--- config.mk ---
export PLATFORM = sky130hd
export DESIGN_NAME = ooo_core
export DESIGN_NICKNAME = d
export VERILOG_FILES = /design/src/hdl/ooo_pkg.sv /design/src/hdl/cdb_arbiter.sv /design/src/hdl/dispatch_rename.sv /design/src/hdl/exec_units.sv /design/src/hdl/ooo_core.sv /design/src/hdl/reservation_station.sv
export VERILOG_INCLUDE_DIRS = /design/src /design/src/include
export SDC_FILE = /design/constraint.sdc
export NUM_CORES = 2
export LEC_CHECK = 0
export ABC_AREA = 0
export BUFFER_PORTS_ARGS = -buffer_cell sky130_fd_sc_hd__buf_2
export CAP_MARGIN = 20
export CORE_UTILIZATION = 45
export DETAILED_ROUTE_END_ITERATION = 8
export GPL_TIMING_DRIVEN = 1
export HOLD_SLACK_MARGIN = 0.03
export PLACE_DENSITY_LB_ADDON = 0.15
export SLEW_MARGIN = 30
export SYNTH_ARGS = -nofsm -noshare
export SYNTH_HDL_FRONTEND = slang
export SYNTH_SLANG_ARGS = --single-unit
--- constraint.sdc ---
create_clock -name clk -period 13.32 [get_ports clk]
set_input_delay 1.998 -clock clk [delete_from_list [all_inputs] [get_ports clk]]
set_output_delay 1.998 -clock clk [all_outputs]
set_load 0.05 [all_outputs]
--- src/include/ooo_config.svh ---
`ifndef OOO_CONFIG_SVH
`define OOO_CONFIG_SVH

// architectural register count
`define OOO_NUM_REGS 8

// entries in each reservation station
`define OOO_RS_DEPTH 4

// operand and result width
`define OOO_XLEN 32

// multiplier pipeline depth
`define OOO_MUL_STAGES 3

`endif

--- src/hdl/ooo_pkg.sv ---
`include "ooo_config.svh"

package ooo_pkg;

    // operand and result value
    typedef logic [`OOO_XLEN-1:0] data_t;

    // architectural register number
    typedef logic [$clog2(`OOO_NUM_REGS)-1:0] reg_idx_t;

    // producer tag, top bit selects the unit (0 alu, 1 mul)
    // low bits are the station entry index
    typedef logic [$clog2(`OOO_RS_DEPTH):0] tag_t;

    typedef enum logic [2:0] {
        OP_LI  = 3'd0,
        OP_ADD = 3'd1,
        OP_SUB = 3'd2,
        OP_AND = 3'd3,
        OP_OR  = 3'd4,
        OP_XOR = 3'd5,
        OP_MUL = 3'd6
    } op_t;

    // issued covers both execution and waiting for the bus
    typedef enum logic [1:0] {
        ENT_FREE   = 2'd0,
        ENT_WAIT   = 2'd1,
        ENT_ISSUED = 2'd2
    } ent_state_t;

endpackage

--- src/hdl/cdb_arbiter.sv ---
`timescale 1ns/1ns

module cdb_arbiter (
    input  logic           clk,
    input  logic           rst_n,
    input  logic           alu_res_valid,
    input  ooo_pkg::tag_t  alu_res_tag,
    input  ooo_pkg::data_t alu_res_data,
    input  logic           mul_res_valid,
    input  ooo_pkg::tag_t  mul_res_tag,
    input  ooo_pkg::data_t mul_res_data,
    output logic           alu_grant,
    output logic           cdb_valid,
    output ooo_pkg::tag_t  cdb_tag,
    output ooo_pkg::data_t cdb_data
);

    // mul pipeline cannot wait, so it always wins
    assign alu_grant = alu_res_valid && !mul_res_valid;

    always_ff @(posedge clk or negedge rst_n) begin
        if (!rst_n) begin
            cdb_valid <= 1'b0;
        end else begin
            cdb_valid <= mul_res_valid || alu_res_valid;
        end
    end

    // winner onto the bus, one result per cycle
    always_ff @(posedge clk) begin
        if (mul_res_valid) begin
            cdb_tag  <= mul_res_tag;
            cdb_data <= mul_res_data;
        end else begin
            cdb_tag  <= alu_res_tag;
            cdb_data <= alu_res_data;
        end
    end

endmodule

--- src/hdl/dispatch_rename.sv ---
`timescale 1ns/1ns
`include "ooo_config.svh"

module dispatch_rename (
    input  logic              clk,
    input  logic              rst_n,
    input  logic              disp_valid,
    input  ooo_pkg::op_t      disp_op,
    input  ooo_pkg::reg_idx_t disp_rd,
    input  ooo_pkg::reg_idx_t disp_rs1,
    input  ooo_pkg::reg_idx_t disp_rs2,
    input  ooo_pkg::data_t    disp_imm,
    input  logic              alu_has_free,
    input  ooo_pkg::tag_t     alu_free_tag,
    input  logic              mul_has_free,
    input  ooo_pkg::tag_t     mul_free_tag,
    input  logic              cdb_valid,
    input  ooo_pkg::tag_t     cdb_tag,
    input  ooo_pkg::data_t    cdb_data,
    input  ooo_pkg::reg_idx_t arch_addr,
    output logic              disp_ready,
    output logic              alu_alloc,
    output logic              mul_alloc,
    output ooo_pkg::op_t      rs_op,
    output logic              src1_ready,
    output ooo_pkg::tag_t     src1_tag,
    output ooo_pkg::data_t    src1_val,
    output logic              src2_ready,
    output ooo_pkg::tag_t     src2_tag,
    output ooo_pkg::data_t    src2_val,
    output ooo_pkg::data_t    arch_data,
    output logic              idle
);
    import ooo_pkg::*;

    // enough room for every station entry in flight
    localparam int CNT_W = $clog2(2 * `OOO_RS_DEPTH) + 1;

    data_t                   regs    [`OOO_NUM_REGS];
    tag_t                    reg_tag [`OOO_NUM_REGS];
    logic [`OOO_NUM_REGS-1:0] busy;
    logic [CNT_W-1:0]        inflight;
    logic                    is_mul;
    logic                    accept;
    tag_t                    dest_tag;

    // mul goes to its own station, the rest to the alu
    assign is_mul     = (disp_op == OP_MUL);
    assign disp_ready = is_mul ? mul_has_free : alu_has_free;
    assign accept     = disp_valid && disp_ready;
    assign alu_alloc  = accept && !is_mul;
    assign mul_alloc  = accept && is_mul;
    assign dest_tag   = is_mul ? mul_free_tag : alu_free_tag;
    assign rs_op      = disp_op;

    // operand read with bypass from this cycle's broadcast
    always_comb begin
        src1_ready = !busy[disp_rs1] || (cdb_valid && reg_tag[disp_rs1] == cdb_tag);
        src1_tag   = reg_tag[disp_rs1];
        src1_val   = busy[disp_rs1] ? cdb_data : regs[disp_rs1];
        src2_ready = !busy[disp_rs2] || (cdb_valid && reg_tag[disp_rs2] == cdb_tag);
        src2_tag   = reg_tag[disp_rs2];
        src2_val   = busy[disp_rs2] ? cdb_data : regs[disp_rs2];
        // li carries the immediate as a ready first source
        if (disp_op == OP_LI) begin
            src1_ready = 1'b1;
            src1_val   = disp_imm;
            src2_ready = 1'b1;
        end
    end

    // write-back on tag match, a same-edge rename wins
    always_ff @(posedge clk or negedge rst_n) begin
        if (!rst_n) begin
            busy <= '0;
            for (int i = 0; i < `OOO_NUM_REGS; i++) begin
                regs[i] <= '0;
            end
        end else begin
            for (int i = 0; i < `OOO_NUM_REGS; i++) begin
                if (cdb_valid && busy[i] && reg_tag[i] == cdb_tag) begin
                    regs[i] <= cdb_data;
                    busy[i] <= 1'b0;
                end
                if (accept && disp_rd == reg_idx_t'(i)) begin
                    busy[i] <= 1'b1;
                end
            end
        end
    end

    always_ff @(posedge clk) begin
        if (accept) begin
            reg_tag[disp_rd] <= dest_tag;
        end
    end

    // one broadcast per accepted instruction, so this counts what is still out
    // also catches results whose register was renamed again (waw)
    always_ff @(posedge clk or negedge rst_n) begin
        if (!rst_n) begin
            inflight <= '0;
        end else begin
            inflight <= inflight + CNT_W'(accept) - CNT_W'(cdb_valid);
        end
    end

    assign idle      = !(|busy) && (inflight == '0);
    assign arch_data = regs[arch_addr];

endmodule

--- src/hdl/exec_units.sv ---
`timescale 1ns/1ns
`include "ooo_config.svh"

module exec_units (
    input  logic           clk,
    input  logic           rst_n,
    input  logic           alu_issue_valid,
    input  ooo_pkg::op_t   alu_op,
    input  ooo_pkg::data_t alu_a,
    input  ooo_pkg::data_t alu_b,
    input  ooo_pkg::tag_t  alu_tag,
    input  logic           mul_issue_valid,
    input  ooo_pkg::data_t mul_a,
    input  ooo_pkg::data_t mul_b,
    input  ooo_pkg::tag_t  mul_tag,
    input  logic           alu_grant,
    output logic           alu_ready,
    output logic           alu_res_valid,
    output ooo_pkg::tag_t  alu_res_tag,
    output ooo_pkg::data_t alu_res_data,
    output logic           mul_res_valid,
    output ooo_pkg::tag_t  mul_res_tag,
    output ooo_pkg::data_t mul_res_data
);
    import ooo_pkg::*;

    data_t alu_out;
    logic  alu_load;
    logic  mv [`OOO_MUL_STAGES];
    tag_t  mt [`OOO_MUL_STAGES];
    data_t md [`OOO_MUL_STAGES];

    always_comb begin
        case (alu_op)
            OP_LI:   alu_out = alu_a;
            OP_ADD:  alu_out = alu_a + alu_b;
            OP_SUB:  alu_out = alu_a - alu_b;
            OP_AND:  alu_out = alu_a & alu_b;
            OP_OR:   alu_out = alu_a | alu_b;
            OP_XOR:  alu_out = alu_a ^ alu_b;
            default: alu_out = '0;
        endcase
    end

    // result register holds until the arbiter takes it
    assign alu_ready = !alu_res_valid || alu_grant;
    assign alu_load  = alu_issue_valid && alu_ready;

    always_ff @(posedge clk or negedge rst_n) begin
        if (!rst_n) begin
            alu_res_valid <= 1'b0;
        end else if (alu_load) begin
            alu_res_valid <= 1'b1;
        end else if (alu_grant) begin
            alu_res_valid <= 1'b0;
        end
    end

    always_ff @(posedge clk) begin
        if (alu_load) begin
            alu_res_tag  <= alu_tag;
            alu_res_data <= alu_out;
        end
    end

    // multiplier, never stalls, low word of the product only
    always_ff @(posedge clk or negedge rst_n) begin
        if (!rst_n) begin
            for (int s = 0; s < `OOO_MUL_STAGES; s++) begin
                mv[s] <= 1'b0;
            end
        end else begin
            mv[0] <= mul_issue_valid;
            for (int s = 1; s < `OOO_MUL_STAGES; s++) begin
                mv[s] <= mv[s-1];
            end
        end
    end

    always_ff @(posedge clk) begin
        mt[0] <= mul_tag;
        md[0] <= mul_a * mul_b;
        for (int s = 1; s < `OOO_MUL_STAGES; s++) begin
            mt[s] <= mt[s-1];
            md[s] <= md[s-1];
        end
    end

    assign mul_res_valid = mv[`OOO_MUL_STAGES-1];
    assign mul_res_tag   = mt[`OOO_MUL_STAGES-1];
    assign mul_res_data  = md[`OOO_MUL_STAGES-1];

endmodule

--- src/hdl/ooo_core.sv ---
`timescale 1ns/1ns

module ooo_core (
    input  logic              clk,
    input  logic              rst_n,
    input  logic              disp_valid,
    input  ooo_pkg::op_t      disp_op,
    input  ooo_pkg::reg_idx_t disp_rd,
    input  ooo_pkg::reg_idx_t disp_rs1,
    input  ooo_pkg::reg_idx_t disp_rs2,
    input  ooo_pkg::data_t    disp_imm,
    output logic              disp_ready,
    output logic              cdb_valid,
    output ooo_pkg::tag_t     cdb_tag,
    output ooo_pkg::data_t    cdb_data,
    input  ooo_pkg::reg_idx_t arch_addr,
    output ooo_pkg::data_t    arch_data,
    output logic              idle
);
    import ooo_pkg::*;

    // dispatch side
    logic  alu_has_free, mul_has_free, alu_alloc, mul_alloc;
    tag_t  alu_free_tag, mul_free_tag;
    op_t   rs_op;
    logic  src1_ready, src2_ready;
    tag_t  src1_tag, src2_tag;
    data_t src1_val, src2_val;

    // issue side
    logic  alu_issue_valid, mul_issue_valid, alu_ready;
    op_t   alu_issue_op;
    data_t alu_issue_a, alu_issue_b, mul_issue_a, mul_issue_b;
    tag_t  alu_issue_tag, mul_issue_tag;

    // results into the arbiter
    logic  alu_res_valid, mul_res_valid, alu_grant;
    tag_t  alu_res_tag, mul_res_tag;
    data_t alu_res_data, mul_res_data;

    // mul station issues every cycle it has work
    logic  mul_exec_ready;
    assign mul_exec_ready = 1'b1;

    dispatch_rename u_dispatch (
        .clk, .rst_n, .disp_valid, .disp_op, .disp_rd, .disp_rs1, .disp_rs2, .disp_imm,
        .alu_has_free, .alu_free_tag, .mul_has_free, .mul_free_tag,
        .cdb_valid, .cdb_tag, .cdb_data, .arch_addr,
        .disp_ready, .alu_alloc, .mul_alloc, .rs_op,
        .src1_ready, .src1_tag, .src1_val, .src2_ready, .src2_tag, .src2_val,
        .arch_data, .idle
    );

    reservation_station #(.UNIT(1'b0)) u_rs_alu (
        .clk, .rst_n, .alloc(alu_alloc), .op(rs_op),
        .src1_ready, .src1_tag, .src1_val, .src2_ready, .src2_tag, .src2_val,
        .exec_ready(alu_ready), .cdb_valid, .cdb_tag, .cdb_data,
        .has_free(alu_has_free), .free_tag(alu_free_tag),
        .issue_valid(alu_issue_valid), .issue_op(alu_issue_op),
        .issue_a(alu_issue_a), .issue_b(alu_issue_b), .issue_tag(alu_issue_tag)
    );

    // only one mul opcode, so the stored op is not needed downstream
    reservation_station #(.UNIT(1'b1)) u_rs_mul (
        .clk, .rst_n, .alloc(mul_alloc), .op(rs_op),
        .src1_ready, .src1_tag, .src1_val, .src2_ready, .src2_tag, .src2_val,
        .exec_ready(mul_exec_ready), .cdb_valid, .cdb_tag, .cdb_data,
        .has_free(mul_has_free), .free_tag(mul_free_tag),
        .issue_valid(mul_issue_valid), .issue_op(),
        .issue_a(mul_issue_a), .issue_b(mul_issue_b), .issue_tag(mul_issue_tag)
    );

    exec_units u_exec (
        .clk, .rst_n, .alu_issue_valid, .alu_op(alu_issue_op),
        .alu_a(alu_issue_a), .alu_b(alu_issue_b), .alu_tag(alu_issue_tag),
        .mul_issue_valid, .mul_a(mul_issue_a), .mul_b(mul_issue_b), .mul_tag(mul_issue_tag),
        .alu_grant, .alu_ready, .alu_res_valid, .alu_res_tag, .alu_res_data,
        .mul_res_valid, .mul_res_tag, .mul_res_data
    );

    cdb_arbiter u_arb (
        .clk, .rst_n, .alu_res_valid, .alu_res_tag, .alu_res_data,
        .mul_res_valid, .mul_res_tag, .mul_res_data,
        .alu_grant, .cdb_valid, .cdb_tag, .cdb_data
    );

endmodule

--- src/hdl/reservation_station.sv ---
`timescale 1ns/1ns
`include "ooo_config.svh"

module reservation_station #(
    parameter logic UNIT = 1'b0
) (
    input  logic           clk,
    input  logic           rst_n,
    input  logic           alloc,
    input  ooo_pkg::op_t   op,
    input  logic           src1_ready,
    input  ooo_pkg::tag_t  src1_tag,
    input  ooo_pkg::data_t src1_val,
    input  logic           src2_ready,
    input  ooo_pkg::tag_t  src2_tag,
    input  ooo_pkg::data_t src2_val,
    input  logic           exec_ready,
    input  logic           cdb_valid,
    input  ooo_pkg::tag_t  cdb_tag,
    input  ooo_pkg::data_t cdb_data,
    output logic           has_free,
    output ooo_pkg::tag_t  free_tag,
    output logic           issue_valid,
    output ooo_pkg::op_t   issue_op,
    output ooo_pkg::data_t issue_a,
    output ooo_pkg::data_t issue_b,
    output ooo_pkg::tag_t  issue_tag
);
    import ooo_pkg::*;

    localparam int IDX_W = $clog2(`OOO_RS_DEPTH);

    ent_state_t state [`OOO_RS_DEPTH];
    op_t        e_op  [`OOO_RS_DEPTH];
    logic       rdy1  [`OOO_RS_DEPTH];
    logic       rdy2  [`OOO_RS_DEPTH];
    tag_t       tag1  [`OOO_RS_DEPTH];
    tag_t       tag2  [`OOO_RS_DEPTH];
    data_t      val1  [`OOO_RS_DEPTH];
    data_t      val2  [`OOO_RS_DEPTH];

    logic [IDX_W-1:0] free_idx;
    logic [IDX_W-1:0] sel_idx;
    logic             do_issue;

    // lowest free entry, scanned downward so the last hit wins
    always_comb begin
        has_free = 1'b0;
        free_idx = '0;
        for (int i = `OOO_RS_DEPTH - 1; i >= 0; i--) begin
            if (state[i] == ENT_FREE) begin
                has_free = 1'b1;
                free_idx = IDX_W'(i);
            end
        end
    end

    // lowest waiting entry with both operands in hand
    always_comb begin
        issue_valid = 1'b0;
        sel_idx     = '0;
        for (int i = `OOO_RS_DEPTH - 1; i >= 0; i--) begin
            if (state[i] == ENT_WAIT && rdy1[i] && rdy2[i]) begin
                issue_valid = 1'b1;
                sel_idx     = IDX_W'(i);
            end
        end
    end

    assign free_tag  = {UNIT, free_idx};
    assign issue_tag = {UNIT, sel_idx};
    assign issue_op  = e_op[sel_idx];
    assign issue_a   = val1[sel_idx];
    assign issue_b   = val2[sel_idx];
    assign do_issue  = issue_valid && exec_ready;

    // free -> wait -> issued -> free on own broadcast
    always_ff @(posedge clk or negedge rst_n) begin
        if (!rst_n) begin
            for (int i = 0; i < `OOO_RS_DEPTH; i++) begin
                state[i] <= ENT_FREE;
            end
        end else begin
            for (int i = 0; i < `OOO_RS_DEPTH; i++) begin
                if (alloc && free_idx == IDX_W'(i)) begin
                    state[i] <= ENT_WAIT;
                end else if (do_issue && sel_idx == IDX_W'(i)) begin
                    state[i] <= ENT_ISSUED;
                end else if (state[i] == ENT_ISSUED && cdb_valid
                             && cdb_tag == {UNIT, IDX_W'(i)}) begin
                    state[i] <= ENT_FREE;
                end
            end
        end
    end

    // entry fill on alloc, operand wakeup by snooping the bus
    always_ff @(posedge clk) begin
        for (int i = 0; i < `OOO_RS_DEPTH; i++) begin
            if (alloc && free_idx == IDX_W'(i)) begin
                e_op[i] <= op;
                rdy1[i] <= src1_ready;
                tag1[i] <= src1_tag;
                val1[i] <= src1_val;
                rdy2[i] <= src2_ready;
                tag2[i] <= src2_tag;
                val2[i] <= src2_val;
            end else if (state[i] == ENT_WAIT && cdb_valid) begin
                if (!rdy1[i] && tag1[i] == cdb_tag) begin
                    rdy1[i] <= 1'b1;
                    val1[i] <= cdb_data;
                end
                if (!rdy2[i] && tag2[i] == cdb_tag) begin
                    rdy2[i] <= 1'b1;
                    val2[i] <= cdb_data;
                end
            end
        end
    end

endmodule

After elaboration in Yosys (flattened, before gate mapping)
Memory sizes are Yosys's and may differ from the RTL's.
Index checks and enable logic that the tools add are counted.
{"block": "classes", "add_sub_neg": 4, "n_mul": 1, "magnitude_cmp": 5, "eq_ne": 74, "n_mux": 256, "bitwise": 38, "reduce_logical": 180}
{"operator": "32-bit two-way mux", "n": 26}
{"operator": "32-bit binary-select mux with 3-bit select", "n": 3}
{"operator": "32-bit one-hot mux with 6 select lines", "n": 1}
{"operator": "1-bit two-way mux", "n": 152}
{"operator": "2-bit two-way mux", "n": 56}
{"operator": "1-bit logical AND", "n": 104}
{"operator": "3-bit equality test", "n": 26}
{"operator": "3-bit two-way mux", "n": 16}
{"operator": "3-bit OR reduction", "n": 15}
{"operator": "3-bit equality test, second input constant", "n": 11}
{"operator": "32-bit adder", "n": 1}
{"operator": "32-bit AND", "n": 1}
{"operator": "2-bit equality test, second input constant", "n": 16}
{"operator": "32-bit by 32-bit multiplier with 32-bit output", "n": 1}
{"operator": "1-bit bitwise OR", "n": 32}
{"operator": "32-bit bitwise OR", "n": 1}
{"operator": "32-bit subtractor", "n": 1}
{"operator": "32-bit XOR", "n": 1}
{"operator": "2-bit by 1-bit equality test with 1-bit output, second input constant", "n": 12}
{"operator": "2-bit zero test", "n": 12}
{"operator": "3-bit nonzero test", "n": 8}
{"operator": "1-bit zero test", "n": 22}
{"operator": "3-bit by 2-bit equality test with 1-bit output, second input constant", "n": 6}
{"operator": "2-bit nonzero test", "n": 9}
{"operator": "other kinds (11)", "n": 25}
{"block": "word_totals", "register_bits": 358, "mem_bits_rw": 717, "in_bits": 50, "out_inout_bits": 70, "wordCells": 609, "mem_count": 16}
{"name": "u_rs_alu.val1", "words": 4, "word_bits": 32, "read_ports": 1, "rd_ports_with_merged_regs": 0, "write_ports": 4, "line": "reservation_station.sv:39", "text": "data_t val1 [`OOO_RS_DEPTH];"}
{"name": "u_rs_alu.val2", "words": 4, "word_bits": 32, "read_ports": 1, "rd_ports_with_merged_regs": 0, "write_ports": 4, "line": "reservation_station.sv:40", "text": "data_t val2 [`OOO_RS_DEPTH];"}
{"name": "u_rs_mul.val1", "words": 4, "word_bits": 32, "read_ports": 1, "rd_ports_with_merged_regs": 0, "write_ports": 4, "line": "reservation_station.sv:39"}
{"name": "u_rs_mul.val2", "words": 4, "word_bits": 32, "read_ports": 1, "rd_ports_with_merged_regs": 0, "write_ports": 4, "line": "reservation_station.sv:40"}
{"name": "u_exec.md", "words": 3, "word_bits": 32, "read_ports": 3, "rd_ports_with_merged_regs": 0, "write_ports": 3, "line": "exec_units.sv:31", "text": "data_t md [`OOO_MUL_STAGES];"}
{"name": "u_dispatch.reg_tag", "words": 8, "word_bits": 3, "read_ports": 10, "rd_ports_with_merged_regs": 0, "write_ports": 1, "line": "dispatch_rename.sv:40", "text": "tag_t reg_tag [`OOO_NUM_REGS];"}
{"name": "10 more memories"}

Longest topological paths before layout
{"block": "depth", "word_depth": 15, "mapped_depth": 36, "ltp_nobuf": 31}

By module
A second synthesis with hierarchy kept.
{"block": "unflattened", "cells_unflattened": 5956, "area_unflattened_um2": 72658.4}
{"module": "exec_units", "instances": 1, "cells_per_inst": 2493, "area_per_inst_um2": 23196.0, "seq_area_each_um2": 3253.1}
{"module": "dispatch_rename", "instances": 1, "cells_per_inst": 1328, "area_per_inst_um2": 18499.0, "seq_area_each_um2": 7427.1}
{"module": "reservation_station (u_rs_alu)", "instances": 1, "cells_per_inst": 1030, "area_per_inst_um2": 14869.3, "seq_area_each_um2": 9188.8}
{"module": "reservation_station (u_rs_mul)", "instances": 1, "cells_per_inst": 1027, "area_per_inst_um2": 14781.7, "seq_area_each_um2": 9188.8}
{"module": "cdb_arbiter", "instances": 1, "cells_per_inst": 77, "area_per_inst_um2": 1308.8, "seq_area_each_um2": 725.7}
{"module": "ooo_core", "instances": 1, "cells_per_inst": 1, "area_per_inst_um2": 3.8, "seq_area_each_um2": 0.0}

Worst setup path before layout
Ideal clock, no wire load.
{"block": "synth_path", "path_type": "reg-to-reg", "start": "register u_rs_mul.state[6] (netlist bit)", "end": "memory u_exec.md[0][30] (netlist bit)", "setup_time_ps": 106, "t_arrival_ps": 8570, "required_time_ps": 13214, "setup_slack_ps": 4644, "stages_incl_launch_ff": 32, "n_path_buf": 5, "period_less_slack_ps": 8676, "path_cell_list": "dfrtp_1 -> nand4b_2 -> buf_1 -> clkbuf_1 -> buf_1 -> clkbuf_1 -> a21o_1 -> clkbuf_1 -> nor2_1 -> fa_1 -> fa_1 -> fa_1 -> inv_1 -> fa_1 -> inv_1 -> fa_1 -> inv_1 -> fa_1 -> inv_1 -> fa_1 -> fa_1 -> ha_1 -> a21o_1 -> a21oi_1 -> nor2b_1 -> o21ai_0 -> nand2b_1 -> a21oi_1 -> a21oi_1 -> o31ai_1 -> or4b_2 -> o311ai_0"}
{"item": "start, declared", "line": "reservation_station.sv:33", "text": "ent_state_t state [`OOO_RS_DEPTH];"}
{"item": "start signal, assigned by index", "line": "reservation_station.sv:81", "text": "state[i] <= ENT_FREE;"}
{"item": "start signal, assigned by index", "line": "reservation_station.sv:86", "text": "state[i] <= ENT_WAIT;"}
{"item": "start signal, assigned by index", "line": "reservation_station.sv:88", "text": "state[i] <= ENT_ISSUED;"}
{"item": "end, declared", "line": "exec_units.sv:31"}

==> results.txt <==
register area share after synthesis - 42.1%
asr flop ratio synth - 27.0%
via count - 50,700
largest net degree at the start of global routing - 109
Area contributors post-synth - edfxtp_1 28%, fa_1 12%, dfrtp_1 10%
min Tclk post-route - 9.72 ns
cell mode on critical path - fa_1
Synth area leader - edfxtp_1
critical path capture point type - register
DR iter-0 viols - 5,770
Syn-to-layout area delta - 9.88%
clk_lat worst skew - 0.79 ns
Post-CTS Setup Bufs - 0
Die H - 396 um
IO Pins - 120
clk sink count - 1,072
HPWL after DPL - 161,000 um
initial core utilization - 45.3%
path depth of the worst reg2reg path - 31
root buffer selected by CTS - clkbuf_16
die area - 0.156 mm^2
CP delay by family, top - adder cells
Clock Path Buffers - 3
fin util - 49.8%
Synth Warn # - 0
number of global-route vias before repair - 49,900
endpoints failing setup - 0
Port Buf Inserts - 119
first-pass GRT wire length - 344,000 um
Hold WS - 0.322 ns
final hold vios - 0
slowest CP cell - a21o_1
number of cell rows - 144
clock slew at reported path FFs - 0.06 ns
Synth Register Bits - 1,072
Syn Nets - 7,046
leading cell type in the layout, fill and taps excluded - nand2_1
Post-synth EDFFs - 642
Gate Count Post-Synth - 6,362
M1 GR Usage - 42.9%
hold endpoint - u_exec.md[0][48]
RR Startpoint - u_rs_mul.state[4]
cts hold-fix bufs - 0
Final #Nets - 6,974
detailed-route DRC error count - 0
Die W - 396 um
grt total ovfl - 0
DRT Pass-1 Iters - 9
CP startpoint - u_rs_mul.state[4]
CTS resizes - 0
MaxCap Viol Count - 0
crit-path max cell delay - 0.70 ns
DP Worst Slack - 3.70 ns
drt via density - 6.01
Worst slew margin - 27.0%
fin crit share - 73.0%
share of cells above drive strength 1 - 18.2%
TritonCTS clock tree - yes
core area - 0.154 mm^2
Most used DFF post-synth - edfxtp_1
setup TNS - 0 ns
worst setup margin - 3.60 ns
Syn Area/Cell - 11.0 um^2
WL/cell - 27.7 um
GR Layer Usage met2 - 45.0%
routability congestion estimate - 0.923
met3 Track Usage GR - 6.19%
Worst Path Required - 13.97 ns
Total Wirelength - 234,000 um
origin of the worst min-delay path - u_exec.md[0][16]
crit path kind - reg -> reg
outcome - finished clean
RSZ-0062 raised after global routing - no
final antenna-violating net count - 0
post-synthesis cell area - 0.0697 mm^2
R2R setup slack - 3.60 ns
library cells used by synthesis - 92
Max Clock Skew - 0.0786 ns
Most Crowded Layer GR - met2
Cells on Worst Hold Path - 0
CP bufs+invs - 6
Achievable Freq - 0.103 GHz
commonest non-fill, non-tap cells in the layout - 692 x nand2_1, 663 x nor2_1, 642 x edfxtp_1
Max Slew Vio Count - 0
clock buffer count from CTS - 118
CP max FO - 32
Worst-Margin Slew - 1.09 ns
Hold/Removal Path Class - reg -> reg
Max H-tree Level - 3
Worst Setup Start Kind - register
initial antenna violation count - 12
reg2reg end - u_exec.md[0][30]
overall routing resource usage - 29.9%
Data arrival, critical path - 10.38 ns
Synth top area share - 27.7%
-- synthesized netlist by cell type, drive strengths merged, types with 107 or more instances --
master	count
inv	487
dfrtp	289
nor2	669
o21ai	372
buf	107
ha	224
edfxtp	642
clkbuf	373
mux2	328
xnor2	174
dfxtp	141
a21oi	408
mux4	208
fa	410
nand2	701
-- flip-flops by register name, summed over array words and instances, names as in the netlist, 12 cells and up --
| signal | count |
|---|---|
| u_dispatch.regs | 256 |
| u_rs_alu.val1 | 128 |
| u_rs_alu.val2 | 128 |
| u_rs_mul.val1 | 128 |
| u_rs_mul.val2 | 128 |
| u_exec.md | 96 |
| u_arb.cdb_data | 32 |
| u_exec.alu_res_data | 32 |
| u_dispatch.reg_tag | 24 |
| u_rs_alu.e_op | 12 |
| u_rs_alu.tag1 | 12 |
| u_rs_alu.tag2 | 12 |
| u_rs_mul.tag1 | 12 |
| u_rs_mul.tag2 | 12 |
-- cell families after synthesis --
family	synth area share (%)
mux	13.0
flops	42.1
compound gates	11.2
fa+ha+maj	15.8
buf+inv	5.54
xor+xnor	2.83
simple gates	9.58
-- per-stage QoR --
stage,cells,cell area [um^2]
final,8439,76600
after global routing,8439,76600
after CTS,8434,76500
after detailed placement,8211,72500
after global placement,8208,72300
after floorplan,6362,69700
-- cell type report --
class | instances | area [um^2]
Antenna cell | 2 | 5.00
Fill cell | 13800 | 77300
Clock buffer | 165 | 3340
Timing Repair Buffer | 288 | 1910
Inverter | 488 | 1830
Multi-Input combinational cell | 4322 | 36900
Clock inverter | 58 | 653
Tap cell | 2044 | 2560
Sequential cell | 1072 | 29300
-- worst max-delay path by stage --
stage	to	slack, ns	depth (start not counted)
2_1_floorplan	u_exec.md[0][30]	4.64	31
3_3_place_gp	u_exec.md[0][30]	3.79	30
3_5_place_dp	u_exec.md[0][30]	3.70	30
4_1_cts	u_exec.md[0][30]	3.66	25
5_1_grt	u_exec.md[0][30]	3.04	30
6_report	u_exec.md[0][30]	3.60	31
-- worst register-to-register path, delay by kind of cell (launching register included) --
kind	cells	cell delay, ns
and+or+nand+nor	6	1.48
AOI/OAI and AO/OA	10	2.86
adders and majority gates	9	3.74
DFF	1	0.46
buffers and inverters	6	1.06
-- layer usage --
layer	part of all wire, %	vias to the layer above
met1	42	25600
met5	0.012	-
met4	3.8	6
met2	44	2592
li1	-	22100
met3	10	432
Power is not shown: default switching activity piles up to over one toggle a cycle in this logic, so the estimate is an artifact.
